--- src/logic/videoPkg.sv ---
// video subsystem shared definitions
// raster geometry, datapath widths, pattern and response enums, register map
package videoPkg;

    // raster geometry in pixel ticks and lines
    localparam int hTotal    = 512;
    localparam int vTotal    = 262;
    localparam int hVisStart = 64;   // first visible column
    localparam int hVisEnd   = 448;  // first blanked column after the picture
    localparam int vVisStart = 14;
    localparam int vVisEnd   = 237;  // last visible line
    localparam int hsLen     = 18;   // hsync width in ticks
    localparam int vsLen     = 4;    // vsync length in lines

    // datapath widths
    localparam int cntW    = 9;
    localparam int idxW    = 4;
    localparam int rgbW    = 12;  // four bits per channel
    localparam int palSize = 16;

    // test pattern selection
    typedef enum logic [1:0] {
        patSolid   = 2'd0,
        patChecker = 2'd1,
        patBars    = 2'd2
    } patMode;

    // AXI response codes in use
    typedef enum logic [1:0] {
        respOkay   = 2'b00,
        respSlvErr = 2'b10
    } axiResp;

    // byte addresses of the register map
    localparam int unsigned regCtrl   = 'h00;
    localparam int unsigned regScroll = 'h04;
    localparam int unsigned regSolid  = 'h08;
    localparam int unsigned palBase   = 'h40;  // 16 words up to 0x7c

endpackage

--- src/logic/videoBus.sv ---
`timescale 1ns/1ps
// stage to stage video bundle
// raster position with blanks and syncs, plus the colour as it gets built
interface videoBus;
    import videoPkg::*;

    logic [cntW-1:0] hdump;     // column of this pixel
    logic [cntW-1:0] vdump;     // line of this pixel
    logic            hb;
    logic            vb;
    logic            hs;
    logic            vs;
    logic [idxW-1:0] colIndex;  // valid after patternGen
    logic [rgbW-1:0] rgb;       // valid after paletteLookup

    // driving stage
    modport src (
        output hdump, vdump, hb, vb, hs, vs, colIndex, rgb
    );

    // receiving stage
    modport snk (
        input hdump, vdump, hb, vb, hs, vs, colIndex, rgb
    );

endinterface

--- src/logic/paletteLookup.sv ---
`timescale 1ns/1ps
// palette stage
// maps the colour index to 12-bit RGB through the 16-entry palette
module paletteLookup (
    input  logic                      clk,
    input  logic                      rstN,
    input  logic                      pixCen,
    input  logic [videoPkg::rgbW-1:0] palette [videoPkg::palSize],
    videoBus.snk                      prev,
    videoBus.src                      next
);
    import videoPkg::*;

    // timing fields move along unchanged
    always_ff @(posedge clk) begin
        if (!rstN) begin
            next.hdump <= '0;
            next.vdump <= '0;
            next.hb    <= 1'b1;  // blank until the pipeline fills
            next.vb    <= 1'b1;
            next.hs    <= 1'b0;
            next.vs    <= 1'b0;
        end else if (pixCen) begin
            next.hdump <= prev.hdump;
            next.vdump <= prev.vdump;
            next.hb    <= prev.hb;
            next.vb    <= prev.vb;
            next.hs    <= prev.hs;
            next.vs    <= prev.vs;
        end
    end

    // colour payload
    always_ff @(posedge clk) begin
        if (pixCen) begin
            next.rgb      <= palette[prev.colIndex];  // live palette, new words show at once
            next.colIndex <= prev.colIndex;
        end
    end

endmodule

--- src/logic/patternGen.sv ---
`timescale 1ns/1ps
// test pattern stage
// turns the scrolled raster position into a 4-bit colour index
module patternGen (
    input  logic                      clk,
    input  logic                      rstN,
    input  logic                      pixCen,
    input  videoPkg::patMode          mode,
    input  logic [videoPkg::cntW-1:0] scrollX,
    input  logic [videoPkg::cntW-1:0] scrollY,
    input  logic [videoPkg::idxW-1:0] solidIdx,
    videoBus.snk                      prev,
    videoBus.src                      next
);
    import videoPkg::*;

    logic [cntW-1:0] x;
    logic [cntW-1:0] y;
    logic [idxW-1:0] idx;

    assign x = prev.hdump + scrollX;  // wraps modulo 512
    assign y = prev.vdump + scrollY;

    always_comb begin
        case (mode)
            patChecker: idx = x[6:3] ^ y[6:3];     // 8x8 cells
            patBars:    idx = x[cntW-1 -: idxW];   // 32 pixel wide bars
            default:    idx = solidIdx;
        endcase
    end

    assign next.rgb = '0;  // filled in by the palette stage

    // timing fields
    always_ff @(posedge clk) begin
        if (!rstN) begin
            next.hdump <= '0;
            next.vdump <= '0;
            next.hb    <= 1'b1;
            next.vb    <= 1'b1;
            next.hs    <= 1'b0;
            next.vs    <= 1'b0;
        end else if (pixCen) begin
            next.hdump <= prev.hdump;
            next.vdump <= prev.vdump;
            next.hb    <= prev.hb;
            next.vb    <= prev.vb;
            next.hs    <= prev.hs;
            next.vs    <= prev.vs;
        end
    end

    always_ff @(posedge clk) begin
        if (pixCen) next.colIndex <= idx;
    end

endmodule

--- src/logic/regFile.sv ---
`timescale 1ns/1ps
// AXI4-Lite configuration slave
// holds pattern mode, scroll offsets, solid index and the 16 palette words
module regFile #(
    parameter int addrBits = 7
) (
    input  logic                          clk,
    input  logic                          rstN,
    input  logic [addrBits-1:0]           awaddr,
    input  logic                          awvalid,
    output logic                          awready,
    input  logic [31:0]                   wdata,
    input  logic [3:0]                    wstrb,
    input  logic                          wvalid,
    output logic                          wready,
    output videoPkg::axiResp              bresp,
    output logic                          bvalid,
    input  logic                          bready,
    input  logic [addrBits-1:0]           araddr,
    input  logic                          arvalid,
    output logic                          arready,
    output logic [31:0]                   rdata,
    output videoPkg::axiResp              rresp,
    output logic                          rvalid,
    input  logic                          rready,
    output videoPkg::patMode              mode,
    output logic [videoPkg::cntW-1:0]     scrollX,
    output logic [videoPkg::cntW-1:0]     scrollY,
    output logic [videoPkg::idxW-1:0]     solidIdx,
    output logic [videoPkg::rgbW-1:0]     palette [videoPkg::palSize]
);
    import videoPkg::*;

    typedef enum logic {wIdle, wResp} wrState;
    typedef enum logic {rIdle, rResp} rdState;

    wrState              wState;
    rdState              rState;
    logic                awHeld;   // address arrived before data
    logic                wHeld;    // data arrived before address
    logic [addrBits-1:0] awAddrQ;
    logic [31:0]         wDataQ;
    logic [3:0]          wStrbQ;
    logic [addrBits-1:0] wrAddr;
    logic [31:0]         wrData;
    logic [3:0]          wrStrb;
    logic [31:0]         curWord;
    logic [31:0]         wrWord;
    logic                doWrite;
    logic                wrOk;

    function automatic int unsigned wordAddr(input logic [addrBits-1:0] a);
        return int'({a[addrBits-1:2], 2'b00});
    endfunction

    function automatic logic isMapped(input logic [addrBits-1:0] a);
        int unsigned w;
        w = wordAddr(a);
        return w == regCtrl || w == regScroll || w == regSolid ||
               (w >= palBase && w < palBase + 4 * palSize);
    endfunction

    // stored fields of a register, zero when unmapped
    function automatic logic [31:0] regValue(input logic [addrBits-1:0] a);
        int unsigned w;
        logic [31:0] v;
        w = wordAddr(a);
        v = '0;
        if (w == regCtrl) v[1:0] = mode;
        else if (w == regScroll) v = {7'd0, scrollY, 7'd0, scrollX};
        else if (w == regSolid) v[idxW-1:0] = solidIdx;
        else if (isMapped(a)) v[rgbW-1:0] = palette[a[2 +: idxW]];
        return v;
    endfunction

    // held halves take priority over the live channel
    assign wrAddr  = awHeld ? awAddrQ : awaddr;
    assign wrData  = wHeld ? wDataQ : wdata;
    assign wrStrb  = wHeld ? wStrbQ : wstrb;
    assign doWrite = wState == wIdle && (awHeld || awvalid) && (wHeld || wvalid);
    assign wrOk    = isMapped(wrAddr);
    assign curWord = regValue(wrAddr);

    assign awready = wState == wIdle && !awHeld;
    assign wready  = wState == wIdle && !wHeld;
    assign bvalid  = wState == wResp;
    assign arready = rState == rIdle;
    assign rvalid  = rState == rResp;

    // per byte merge with the stored value
    always_comb begin
        for (int i = 0; i < 4; i++) begin
            wrWord[8*i +: 8] = wrStrb[i] ? wrData[8*i +: 8] : curWord[8*i +: 8];
        end
    end

    // write channel FSM
    always_ff @(posedge clk) begin
        if (!rstN) begin
            wState <= wIdle;
            awHeld <= 1'b0;
            wHeld  <= 1'b0;
            bresp  <= respOkay;
        end else if (doWrite) begin
            wState <= wResp;
            awHeld <= 1'b0;
            wHeld  <= 1'b0;
            bresp  <= wrOk ? respOkay : respSlvErr;
        end else if (wState == wIdle) begin
            if (awvalid && awready) awHeld <= 1'b1;
            if (wvalid && wready) wHeld <= 1'b1;
        end else if (bready) begin
            wState <= wIdle;  // response taken
        end
    end

    always_ff @(posedge clk) begin
        if (awvalid && awready) awAddrQ <= awaddr;
        if (wvalid && wready) begin
            wDataQ <= wdata;
            wStrbQ <= wstrb;
        end
    end

    // configuration registers
    always_ff @(posedge clk) begin
        if (!rstN) begin
            mode     <= patSolid;
            scrollX  <= '0;
            scrollY  <= '0;
            solidIdx <= '0;
            for (int i = 0; i < palSize; i++) palette[i] <= '0;
        end else if (doWrite && wrOk) begin
            if (wordAddr(wrAddr) == regCtrl) begin
                mode <= (wrWord[1:0] == 2'd3) ? patSolid : patMode'(wrWord[1:0]);
            end else if (wordAddr(wrAddr) == regScroll) begin
                scrollX <= wrWord[8:0];
                scrollY <= wrWord[24:16];
            end else if (wordAddr(wrAddr) == regSolid) begin
                solidIdx <= wrWord[idxW-1:0];
            end else begin
                palette[wrAddr[2 +: idxW]] <= wrWord[rgbW-1:0];
            end
        end
    end

    // read channel FSM
    always_ff @(posedge clk) begin
        if (!rstN) begin
            rState <= rIdle;
            rresp  <= respOkay;
        end else if (rState == rIdle) begin
            if (arvalid) begin
                rState <= rResp;
                rresp  <= isMapped(araddr) ? respOkay : respSlvErr;
            end
        end else if (rready) begin
            rState <= rIdle;
        end
    end

    always_ff @(posedge clk) begin
        if (arvalid && arready) rdata <= regValue(araddr);  // zero when unmapped
    end

endmodule

--- src/logic/videoOut.sv ---
`timescale 1ns/1ps
// video output stage
// blanks the colour and registers colour, syncs and counters together
module videoOut (
    input  logic                      clk,
    input  logic                      rstN,
    input  logic                      pixCen,
    videoBus.snk                      prev,
    output logic [3:0]                red,
    output logic [3:0]                green,
    output logic [3:0]                blue,
    output logic                      hsync,
    output logic                      vsync,
    output logic                      hblank,
    output logic                      vblank,
    output logic [videoPkg::cntW-1:0] hdump,
    output logic [videoPkg::cntW-1:0] vdump
);
    import videoPkg::*;

    always_ff @(posedge clk) begin
        if (!rstN) begin
            {red, green, blue} <= '0;
            hsync  <= 1'b0;
            vsync  <= 1'b0;
            hblank <= 1'b1;
            vblank <= 1'b1;
            hdump  <= '0;
            vdump  <= '0;
        end else if (pixCen) begin
            {red, green, blue} <= (prev.hb || prev.vb) ? rgbW'(0) : prev.rgb;  // black in blanking
            hsync  <= prev.hs;
            vsync  <= prev.vs;
            hblank <= prev.hb;
            vblank <= prev.vb;
            hdump  <= prev.hdump;  // position of the pixel now shown
            vdump  <= prev.vdump;
        end
    end

endmodule

--- src/logic/videoTiming.sv ---
`timescale 1ns/1ps
// raster timing generator
// 512 ticks per line and 262 lines per frame, advanced by the pixel enable
// produces counters, blanking and syncs, all registered together
module videoTiming #(
    parameter int hsStart = 487,
    parameter int vsStart = 251
) (
    input  logic clk,
    input  logic rstN,
    input  logic pixCen,
    videoBus.src bus
);
    import videoPkg::*;

    localparam logic [cntW-1:0] hsRise = cntW'(hsStart);
    localparam logic [cntW-1:0] hsFall = cntW'((hsStart + hsLen) % hTotal);  // may wrap
    localparam logic [cntW-1:0] vsRise = cntW'(vsStart);
    localparam logic [cntW-1:0] vsFall = cntW'((vsStart + vsLen) % vTotal);

    logic [cntW-1:0] hCnt;
    logic [cntW-1:0] vCnt;
    logic [cntW-1:0] vNext;
    logic            lineEnd;
    logic            vbPre;   // blank flag of the coming line
    logic            vbLine;  // blank flag of the current line

    assign lineEnd = hCnt == cntW'(hTotal - 1);
    assign vNext   = (vCnt == cntW'(vTotal - 1)) ? '0 : vCnt + 1'b1;

    // no colour exists yet at this point of the pipeline
    assign bus.colIndex = '0;
    assign bus.rgb      = '0;

    // raw counters
    always_ff @(posedge clk) begin
        if (!rstN) begin
            hCnt   <= '0;
            vCnt   <= '0;
            vbPre  <= 1'b1;
            vbLine <= 1'b1;  // line 0 is blanked
        end else if (pixCen) begin
            hCnt  <= lineEnd ? '0 : hCnt + 1'b1;
            vbPre <= vNext < vVisStart || vNext > vVisEnd;  // one line early
            if (lineEnd) begin
                vCnt   <= vNext;
                vbLine <= vbPre;  // shifted in at the line wrap only
            end
        end
    end

    // bus fields, one tick behind the counter value they describe
    always_ff @(posedge clk) begin
        if (!rstN) begin
            bus.hdump <= '0;
            bus.vdump <= '0;
            bus.hb    <= 1'b1;
            bus.vb    <= 1'b1;
            bus.hs    <= 1'b0;
            bus.vs    <= 1'b0;
        end else if (pixCen) begin
            bus.hdump <= hCnt;
            bus.vdump <= vCnt;
            bus.hb    <= hCnt >= hVisEnd || hCnt < hVisStart;
            bus.vb    <= vbLine;
            if (hCnt == hsRise) begin
                bus.hs <= 1'b1;
                // vsync edges locked to the hsync rising tick
                if (vCnt == vsRise) bus.vs <= 1'b1;
                if (vCnt == vsFall) bus.vs <= 1'b0;
            end
            if (hCnt == hsFall) bus.hs <= 1'b0;
        end
    end

endmodule

--- src/logic/videoTop.sv ---
`timescale 1ns/1ps
// arcade video subsystem top
// AXI4-Lite config slave feeding a timing, pattern, palette and output pipeline
module videoTop #(
    parameter int hsStart  = 487,
    parameter int vsStart  = 251,
    parameter int addrBits = 7
) (
    input  logic                      clk,
    input  logic                      rstN,
    input  logic [addrBits-1:0]       awaddr,
    input  logic                      awvalid,
    output logic                      awready,
    input  logic [31:0]               wdata,
    input  logic [3:0]                wstrb,
    input  logic                      wvalid,
    output logic                      wready,
    output videoPkg::axiResp          bresp,
    output logic                      bvalid,
    input  logic                      bready,
    input  logic [addrBits-1:0]       araddr,
    input  logic                      arvalid,
    output logic                      arready,
    output logic [31:0]               rdata,
    output videoPkg::axiResp          rresp,
    output logic                      rvalid,
    input  logic                      rready,
    input  logic                      pixCen,
    output logic [3:0]                red,
    output logic [3:0]                green,
    output logic [3:0]                blue,
    output logic                      hsync,
    output logic                      vsync,
    output logic                      hblank,
    output logic                      vblank,
    output logic [videoPkg::cntW-1:0] hdump,
    output logic [videoPkg::cntW-1:0] vdump
);
    import videoPkg::*;

    // configuration from the register file
    patMode          mode;
    logic [cntW-1:0] scrollX;
    logic [cntW-1:0] scrollY;
    logic [idxW-1:0] solidIdx;
    logic [rgbW-1:0] palette [palSize];

    // pipeline links
    videoBus timBus ();
    videoBus patBus ();
    videoBus palBus ();

    regFile #(.addrBits(addrBits)) uRegs (.*);

    videoTiming #(
        .hsStart(hsStart),
        .vsStart(vsStart)
    ) uTiming (
        .clk(clk),
        .rstN(rstN),
        .pixCen(pixCen),
        .bus(timBus)
    );

    patternGen uPattern (.prev(timBus), .next(patBus), .*);

    paletteLookup uPalette (.prev(patBus), .next(palBus), .*);

    videoOut uOut (.prev(palBus), .*);

endmodule

--- config.mk ---
export PLATFORM = sky130hd
export DESIGN_NAME = videoTop
export DESIGN_NICKNAME = d
export VERILOG_FILES = /design/src/logic/videoPkg.sv /design/src/logic/videoBus.sv /design/src/logic/paletteLookup.sv /design/src/logic/patternGen.sv /design/src/logic/regFile.sv /design/src/logic/videoOut.sv /design/src/logic/videoTiming.sv /design/src/logic/videoTop.sv
export SDC_FILE = /design/constraint.sdc
export NUM_CORES = 1
export LEC_CHECK = 0
export ABC_CLOCK_PERIOD_IN_PS = 5030
export BUFFER_PORTS_ARGS = -buffer_cell sky130_fd_sc_hd__clkbuf_2
export CORE_UTILIZATION = 40
export CTS_CLUSTER_DIAMETER = 60
export DETAILED_ROUTE_END_ITERATION = 8
export HOLD_SLACK_MARGIN = 0.15
export MAX_ROUTING_LAYER = met4
export SYNTH_ARGS = -nofsm -noshare
export SYNTH_HDL_FRONTEND = slang
export SYNTH_SLANG_ARGS = --single-unit
--- constraint.sdc ---
create_clock -name clk -period 5.03 [get_ports clk]
set_input_delay 1.006 -clock clk [delete_from_list [all_inputs] [get_ports clk]]
set_output_delay 1.006 -clock clk [all_outputs]
set_load 0.03 [all_outputs]
==> out/metrics.yaml <==
vias_per_cell: 5.898
synth_flop_cell: "dfxtp_1"
worst_pin_slew_ns: 1.195
power.total_mw: 7.562
finalWirelength_um: 58250
io_pins: 133
grt.total_usage_pct: 23.37
rows: 82
cts_resized: 0
antenna_found_initial: 3
worst_slack_ns: 1.169
die_w_um: 227.3
synth-edff-count: 67
skew_ns: 0.03020
max_cap_violations: 0
detail-route-antenna-nets: 0
fmax_mhz: 259.0
hold_viol: 0
gp_congestion: 0.8681
syn_area_mm2: 0.02031
cp-start-kind: "register"
drive_gt1_share_pct: 20.64
vias: 15550
async_flop_share_pct: 0
overflow: 0
ys_seq_area_share_pct: 43.63
grt_pass1_vias: 15010
rsz0062_at_grt: "false"
ys_types: 78
synth-seq-cells: 409
final_cell_area_mm2: 0.02270
period_share_pct: 76.77
cts_tree: "done"
crit_type: "reg2reg"
path_max_fanout: 41
syn_inst: 1896
r2r_slack_ns: 1.17
htreeDepth: 2
dp_hpwl_um: 37710
status: "complete, no violations"
leakagePower_nw: 8.288
cp.required_ns: 5.46
drc_errors: 0
grt_max_degree: 99
clkTransAtPathRegs_ns: 0.06
finalMaxSlewViolations: 0
portBuffers: 104
ys.warnings.count: 0
whs_ns: 0.4647
syn_to_final_growth_pct: 11.80
clockBufferDepth: 3
drt-initial-drc-count: 1465
relSlewSlack_pct: 20.37
cts.sinks: 409
dieHeight_um: 227.3
final_util_pct: 45.34
avgSynthCellArea_um2: 10.71
cts-root-buf: "clkbuf_16"
routedWlPerCell_um: 22.10
post-place-ws_ns: 1.067
clk_latency_ns: 0.60
irDropWorstVdd_v: 0.0002364
setup_viol: 0
drt_first_pass_iters: 5
postPlaceCellArea_mm2: 0.02118
post_cts_buffers: 0
cts_hold_buf: 0
grt_pass1_wl_um: 88960
start_util_pct: 40.56
dieArea_mm2: 0.05167
setup_tns_ns: 0
worstHoldPathType: "reg2reg"
numCtsBuffers: 47
endpoint_kind: "register"
post-place-cells: 2546
nets: 2001
arrival_ns: 4.29
core_area_mm2: 0.05007
period_needed_ns: 3.861
final_cells: 2636
layout_commonest_cell: "dfxtp_1"
layout_common_cells: "dfxtp_1 (342), nor2_1 (222), a21oi_1 (180), o21ai_0 (163), mux4_2 (157)"
power-per-cell-area_mw_per_mm2: 333.1
-- report_power, final --
part           leakage (nW)  internal (mW)  switching (mW)
Sequential             3.42           3.40          0.0593
Combinational          4.13          0.246           0.520
Clock                 0.738           1.93            1.41
Total                  8.29           5.57            1.99
-- logic make-up after synthesis --
logic type      synth area share (%)
compound gates                 14.76
xor+xnor                      0.9119
fa+ha+maj                      1.232
buf+inv                        4.664
flops                          43.63
mux                            24.67
other cells                  0.01847
simple gates                   10.12
-- layer usage --
metal | up-vias | global-route usage, % | part of all wire [%]
li1 | 7153 | - | -
met4 | 0 | 10.20 | 3.9
met3 | 136 | 3.756 | 6.7
met5 | - | - | 0
met2 | 570 | 37.66 | 48
met1 | 7688 | 29.00 | 41
-- critical path, stage by stage (launching register included) --
cell	delay, ns
dfxtp_1	0.89
mux2_4	0.88
buf_4	0.40
mux4_2	0.55
o22ai_1	0.16
nor2_1	0.12
a31oi_4	0.51
a211oi_1	0.15
-- cells in the mapped netlist (11+ instances only) --
cell        n  area [um2]
nor3_1     16       80.08
xnor2_1    11       96.34
clkbuf_1  110       412.9
a21oi_1   180       900.9
inv_1      20       75.07
nand2_1    91       341.6
a211oi_1   61       457.9
buf_1      12       45.04
nor2_1    222       833.3
mux2i_1   135        1351
o21ai_0   163       815.8
and3_1     23       143.9
ha_1       20       250.2
buf_2      22       110.1
dfxtp_1   342        6847
edfxtp_1   67        2012
o22ai_1    18       112.6
nor2b_1    18       112.6
nand3_1    19       95.09
and2_1     11       68.82
mux4_2    157        3536
buf_4      27       202.7
-- final cells by class --
class / count / area [um2]
fill: 4717 / 27370
multi-input combinational: 1299 / 10550
sequential: 409 / 8859
clock buffer: 70 / 1354
timing repair buffer: 146 / 847.1
tap: 672 / 840.8
clock inverter: 18 / 162.7
inverter: 20 / 80.08
antenna: 2 / 5.005
-- flip-flops by register name, indices dropped and copies added (netlist names), 12 cells and up --
name / count
uRegs.rdata: 21
uRegs.palette: 192
uRegs.wDataQ: 21
uPalette.next.rgb: 12
-- worst paths after layout --
check | startpoint | end | cells after the start
max reg2reg | uRegs.awHeld | uRegs.palette[18] | 7
min reg2reg | uRegs.bresp[1] | uRegs.bresp[1] | 2
min | uRegs.bresp[1] | uRegs.bresp[1] | 2
max | uRegs.awHeld | uRegs.palette[18] | 7
(Power assumes the default switching activity.)
